## src/ooo_pkg.sv

```systemverilog
package ooo_pkg;

    // datapath width
    localparam int XLEN = 32;

    // architectural register address width
    localparam int REG_W = 5;

    // execution lanes
    localparam int NUM_LANES  = 4;
    localparam int LANE_IDX_W = $clog2(NUM_LANES);

    // reorder buffer geometry
    localparam int ROB_DEPTH = 8;
    localparam int ROB_IDX_W = $clog2(ROB_DEPTH);

    // running commit order number, wraps around
    localparam int ORDER_W = 16;

    // cycles from capture to bus request for a multiply
    localparam int MUL_LATENCY = 6;

    // lane countdown width, must hold MUL_LATENCY
    localparam int CNT_W = $clog2(MUL_LATENCY + 1);

    // micro-op operations
    // results are truncated to XLEN bits
    typedef enum logic [2:0] {
        // a + b
        OP_ADD = 3'd0,
        // a - b
        OP_SUB = 3'd1,
        // a & b
        OP_AND = 3'd2,
        // a ^ b
        OP_XOR = 3'd3,
        // a << b[4:0]
        OP_SLL = 3'd4,
        // low half of a * b
        OP_MUL = 3'd5
    } alu_op_e;

endpackage : ooo_pkg
```

## src/rob.sv

```systemverilog
`timescale 1ns/10ps

module rob
    import ooo_pkg::*;
(
    input  logic                 clk,
    input  logic                 rst,

    // allocation from dispatch
    input  logic                 alloc_valid,
    input  logic [REG_W-1:0]     alloc_rd,
    output logic                 alloc_ready,
    output logic [ROB_IDX_W-1:0] alloc_idx,

    // writeback from the common data bus
    input  logic                 wb_valid,
    input  logic [ROB_IDX_W-1:0] wb_idx,
    input  logic [XLEN-1:0]      wb_value,

    // in-order commit
    output logic                 commit_valid,
    output logic [REG_W-1:0]     commit_rd,
    output logic [XLEN-1:0]      commit_value,
    output logic [ORDER_W-1:0]   commit_order
);

    // per-entry state
    logic [ROB_DEPTH-1:0] entry_valid;
    logic [ROB_DEPTH-1:0] entry_done;
    logic [REG_W-1:0]     entry_rd    [ROB_DEPTH];
    logic [XLEN-1:0]      entry_value [ROB_DEPTH];

    logic [ROB_IDX_W-1:0] head;
    logic [ROB_IDX_W-1:0] tail;
    logic [ROB_IDX_W:0]   count;
    logic [ORDER_W-1:0]   order_cnt;

    logic                 alloc_fire;
    logic                 commit_fire;

    function automatic logic [ROB_IDX_W-1:0] ptr_inc(input logic [ROB_IDX_W-1:0] p);
        if (p == ROB_IDX_W'(ROB_DEPTH - 1)) begin
            return '0;
        end
        return p + 1'b1;
    endfunction

    // registered count, a same-cycle commit does not free a slot
    assign alloc_ready = (count < (ROB_IDX_W + 1)'(ROB_DEPTH));
    assign alloc_idx   = tail;
    assign alloc_fire  = alloc_valid && alloc_ready;

    // head commits once its writeback has landed
    assign commit_valid = entry_valid[head] && entry_done[head];
    assign commit_rd    = entry_rd[head];
    assign commit_value = entry_value[head];
    assign commit_order = order_cnt;
    assign commit_fire  = commit_valid;

    // control state
    always_ff @(posedge clk) begin
        if (rst) begin
            entry_valid <= '0;
            entry_done  <= '0;
            head        <= '0;
            tail        <= '0;
            count       <= '0;
            order_cnt   <= '0;
        end else begin
            if (alloc_fire) begin
                entry_valid[tail] <= 1'b1;
                entry_done[tail]  <= 1'b0;
                tail              <= ptr_inc(tail);
            end

            if (wb_valid) begin
                entry_done[wb_idx] <= 1'b1;
            end

            // head and tail never coincide here, alloc is blocked when full
            if (commit_fire) begin
                entry_valid[head] <= 1'b0;
                entry_done[head]  <= 1'b0;
                head              <= ptr_inc(head);
                order_cnt         <= order_cnt + 1'b1;
            end

            case ({alloc_fire, commit_fire})
                2'b10:   count <= count + 1'b1;
                2'b01:   count <= count - 1'b1;
                default: count <= count;
            endcase
        end
    end

    // entry payload
    always_ff @(posedge clk) begin
        if (alloc_fire) begin
            entry_rd[tail] <= alloc_rd;
        end
        if (wb_valid) begin
            // x0 always reads back as zero
            if (entry_rd[wb_idx] == '0) begin
                entry_value[wb_idx] <= '0;
            end else begin
                entry_value[wb_idx] <= wb_value;
            end
        end
    end

    a_wb_target_pending: assert property (
        @(posedge clk) disable iff (rst)
        wb_valid |-> (entry_valid[wb_idx] && !entry_done[wb_idx])
    );

    a_alloc_not_full: assert property (
        @(posedge clk) disable iff (rst)
        alloc_valid |-> alloc_ready
    );

endmodule : rob

```

## config.mk

```make
export PLATFORM = sky130hd
export DESIGN_NAME = rob
export DESIGN_NICKNAME = d
export VERILOG_FILES = /design/src/ooo_pkg.sv /design/src/rob.sv
export SDC_FILE = /design/constraint.sdc
export NUM_CORES = 1
export LEC_CHECK = 0
export BUFFER_PORTS_ARGS = -buffer_cell sky130_fd_sc_hd__buf_2
export CAP_MARGIN = 0
export CORE_UTILIZATION = 38
export CTS_BUF_LIST = sky130_fd_sc_hd__clkbuf_2
export DETAILED_ROUTE_END_ITERATION = 8
export REMOVE_ABC_BUFFERS = 1
export SYNTH_ARGS = -nofsm -noshare
export SYNTH_HDL_FRONTEND = slang
export SYNTH_SLANG_ARGS = --single-unit
```

## constraint.sdc

```tcl
create_clock -name clk -period 3.4 [get_ports clk]
set_clock_uncertainty 0.15 [all_clocks]
set_input_delay 0.51 -clock clk [delete_from_list [all_inputs] [get_ports clk]]
set_output_delay 0.51 -clock clk [all_outputs]
set_load 0.02 [all_outputs]
```

* Yosys cells after proc, flatten, opt, wreduce, memory -nomap -nowiden
Memory sizes are Yosys's and may differ from the RTL's. A register that Yosys moved wholly into a read port is not among the register bits.
Index checks and enable logic that the tools add are counted.
** Storage, ports and cells
- Bits of input ports :: 44
- Output and inout port bits :: 58
- Memory bits (writable) :: 296
- Register bits :: 42
- Memories :: 2
- Word-level logic and storage cells :: 81
** Memory list
- entry_value :: depth 8, width 32, rd ports 1, clocked after memory_dff 1, write ports 1, RTL line rob.sv:31 : logic [XLEN-1:0] entry_value [ROB_DEPTH];
- entry_rd :: depth 8, width 5, rd ports 2, clocked after memory_dff 1, write ports 1, RTL line rob.sv:30 : logic [REG_W-1:0] entry_rd [ROB_DEPTH];
** Operators by class
- $add $sub $neg :: 5
- $lt $le $gt $ge :: 7
- Reduce and logical (&&, ||, !) cells :: 7
- Eq/ne operators :: 4
- Bitwise logic cells :: 8
- Mux-type cells :: 42
** Operator list (count)
- 8-bit two-way mux :: 8
- 32-bit two-way mux :: 1
- 8-bit bitwise AND :: 3
- 3-bit two-way mux :: 8
- 1-bit two-way mux :: 19
- 16-bit by 1-bit adder with 16-bit output, second input constant :: 1
- 8-bit inverter :: 2
- 8-bit bitwise OR :: 2
- 3-bit by 4-bit < comparator with 1-bit output, second input constant :: 3
- 1-bit demux with 3-bit select :: 3
- 3-bit by 1-bit >= comparator with 1-bit output, second input constant :: 3
- 4-bit one-hot mux with 2 select lines :: 1
- 3-bit by 1-bit adder with 3-bit output, second input constant :: 2
- 1-bit binary-select mux with 3-bit select :: 2
- 3-bit equality test, second input constant :: 2
- 1-bit logical AND :: 5
- 5-bit logical NOT :: 1
- 4-bit by 1-bit adder with 4-bit output, second input constant :: 1
- 4-bit < comparator, second input constant :: 1
- 4-bit by 1-bit subtractor with 4-bit output, second input constant :: 1
- 2-bit by 1-bit equality test with 1-bit output, second input constant :: 1
- 2-bit equality test, second input constant :: 1
- 2-bit nonzero test :: 1
- 1-bit bitwise OR :: 1

* Longest topological paths before layout
- Word-level depth :: 13
- Mapped depth :: 13
- Mapped depth without buffers :: 11

* Worst setup path before layout
No wires, ideal clock.
- Path kind :: input -> register
- Start point :: in wb_idx[1]
- End point :: mem entry_value[0][0] (enable)
- Path buffers :: 0
- Data required time :: 2.786 ns
- Stages :: 2
- Arrival :: 2.962 ns
- Library setup time :: 0.464 ns
- Setup slack :: -0.175 ns
- Path through :: nand2b_1 nor3_1
** On the way
- Cells in the longest elaborated chain, start to end :: 6
- Elaborated cells between the ends (all ways) :: 9
** RTL lines
- start: declaration :: RTL line rob.sv:17 : input logic [ROB_IDX_W-1:0] wb_idx,
- memory read 8 x 5 bit
- 5-bit logical NOT :: RTL line rob.sv:103 : if (entry_rd[wb_idx] == '0) begin
- 1-bit two-way mux :: RTL line rob.sv:103
- 1-bit two-way mux :: RTL line rob.sv:101 : if (wb_valid) begin
- 1-bit two-way mux, on equally long branches :: RTL line rob.sv:104, rob.sv:106
- 1-bit bitwise OR (no line)
- end: declaration :: RTL line rob.sv:31
Parallel ways exist; a longest one is shown, timed or not.

==> impl_results.md <==
- Status: completed
- Die width: 191 microns
- Static leakage: 5.77 nW
- Util after Layout: 46.4%
- IO Port Bufs: 101
- Synth Cell Area: 13600 sq um
- Period minus WS final: 3.24 ns
- Critical path capture point type: primary output
- Chip Height: 191 microns
- GPL Wtd Cong: 0.787
- Total GRT Usage: 16.4%
- Hold WC Path Type: in2reg
- Power per Cell Area: 472 nW/um^2
- Tot Pwr: 0.00763 W
- IO Pins: 102
- Worst Tran Pin Value: 0.794 ns
- Main flop type after synthesis: edfxtp_1
- DRT Pass-1 Iters: 4
- Max Used Layer: met4
- CTS buffer count: 85
- Post-Layout Cell Count: 1475
- Share of power burned in combinational logic: 4.6%
- Initial antenna violation count: 3
- Drt drc: 0
- Number of synthesis warnings: 0
- Initial Util: 39.0%
- Post-synthesis sequential element count: 341
- CTS clk-pin slew, worst paths: 0.11 ns
- Startpoint types: register
- Die area: 36600 sq um
- Met2 WL: 14200 microns
- Clock latency on the worst-skew pair: 0.86 ns
- Req. time, crit path: 2.74 ns
- Drt wl/cell: 19.8 microns
- Routed WL: 29200 microns
- Commonest non-fill, non-tap cell in the layout: edfxtp_1
- Row count: 68
- Wire length on met1: 13400 microns
- Syn Area/Cell: 18.3 sq um
- Sw Share: 23.0%
- CTS tree: built
- CTS root buf: clkbuf_2
- Synth cell types: 52
- # setup viols final: 0
- Vias in the first global route: 7856
- VDD IR max: 0.000215 V
- Synth Instances: 742
- Max-cap check violation count: 0
- Gr ovfl total: 0
- Share of layout cells above drive strength 1: 38.6%
- Net Sw Power: 0.00176 W
- Starting DRT DRC Count: 399
- CTS sink cnt: 341
- Most frequent cells in the layout: edfxtp_1, clkbuf_2, buf_2, mux4_2, dlygate4sd3_1
- FFs w/ async S/R, synth: 0%
- Post-route ant nets: 0
- Register-to-Register Path Depth: 12
- Area of the multi-input gates: 3680 sq um
- First-pass GRT wire length: 44500 microns
- CTS max path bufs: 3
- Normalized max-slew margin: 47.1%
- Nets@finish: 1024
- Largest net degree at the start of global routing: 42
- Via count: 7453
- Placed Instances: 1291
- Hold path cells: 4
- Final Hold Viols: 0
- Dpl hpwl: 16600 microns
- Seq pwr share: 60.8%
- RSZ-0062 raised after global routing: yes
- Max Slew Vio Count: 0
- CP arrival: 2.58 ns
- Register area share after synthesis: 71.9%
- CORE AREA: 34900 sq um
- Layout area overhead: 18.8%
- Filler Cells Inserted: 3052
- CP Class: reg2out
- Cell-internal power: 0.00587 W
- DR WL met3: 1250 microns
- Final critical-path share of the clock period: 95.2%
- Vias/cell: 5.05
- Number of synthesized flops with an enable pin: 296
- Register Area: 9800 sq um
- Critical path peak fanout: 10
- Max Clk Rate: 309 MHz
- Clock network power share: 34.6%
- CTS H-tree lvls: 3
## flip-flops by register name, indices dropped and copies added, names as in the netlist, named ones only
register and flops:
entry_value 256, entry_rd 40, commit_order 16, entry_done 8
entry_valid 8, count 4, alloc_idx 3, head 3
## through the flow
step                cell area (sq um)  setup slack (ns)  TNS [ns]  hold slack, ns
floorplan                       13500             -1.36    -58.59           0.300
global placement                14900             0.351         0           0.318
detailed placement              14900             0.294         0           0.331
CTS                             16100            0.0158         0          0.0932
global route                    16200           -0.0103   -0.0349           0.141
finish                          16200             0.162         0           0.200
## synth_stat cells, drive strengths merged (2+ instances only)
cell type  count  area share (%)
o31ai          7            0.42
a31oi          2           0.092
buf           13            0.53
a211oi         6            0.33
o21ai          9            0.33
inv           13            0.36
nand3          7            0.26
nand4          5            0.23
nand2         16            0.44
edfxtp       296              65
or4           13            0.72
mux2i          4            0.29
a21oi         28             1.0
nor3          10            0.37
dfxtp         45             6.6
nand2b         5            0.23
nor4b          2            0.13
mux4          78              13
nor2          38             1.0
or3           12            0.55
nor2b          5            0.23
nand3b         2            0.11
and3           2           0.092
mux2          40             3.3
and2          32             1.5
xor2           2            0.13
ha             8            0.74
clkbuf        23            0.63
xnor2          2            0.13
## critical path, cell delays in order (launching register included)
cell and delay (ns):
dfxtp_4 0.45, buf_12 0.14, clkbuf_16 0.18, mux4_2 0.50
mux2_2 0.28, buf_2 0.16
## repair_timing
action,4_1_cts,5_1_grt
hold endpoints to repair,308,0
endpoints found under the setup margin,35,22
gates cloned,0,2
resized for setup,0,9
buffers inserted,3,3
pin swaps,0,1
hold buffers,41,0
## power by group through the flow
stage | Combinational, W | Clock, W | Sequential, W
after floorplan | 0.000165 | 0 | 0.00474
after global placement | 0.000312 | 0 | 0.00474
after detailed placement | 0.000317 | 0 | 0.00474
after CTS | 0.000357 | 0.00275 | 0.00464
after global routing | 0.000387 | 0.00295 | 0.00465
final | 0.000352 | 0.00264 | 0.00464
## layout make-up
cell class              instances  area share, %
inverters                      14          0.325
repair buffers                179           8.24
clock inverters                20           1.01
diodes                          2         0.0309
flip-flops and latches        341           60.6
multi-input cells             351           22.8
clock buffers                 113           3.50
well taps                     455           3.52
## cells by family after synthesis
family / Yosys count / synth area share, %
buffers and inverters: 50 / 1.55
and+or+nand+nor: 153 / 6.10
muxes: 122 / 16.5
DFF: 341 / 71.9
adders and majority gates: 8 / 0.735
AOI/OAI and AO/OA: 64 / 2.94
xor gates and xnor gates: 4 / 0.257
## metal layers
metal  track usage, %  vias up
met5                0        -
met4             5.77        0
met3             3.78       39
met2             26.9      178
met1             21.4     3763
li1                 -     3473
## final timing paths
kind,from,end,slack (ns)
max reg2reg,head[0],count[2],0.36
max,register,commit_value[12],0.16
min reg2reg,entry_valid[3],entry_valid[3],0.35
min,wb_valid,entry_done[5],0.20
No activity file was read; power rests on OpenSTA's default activity.
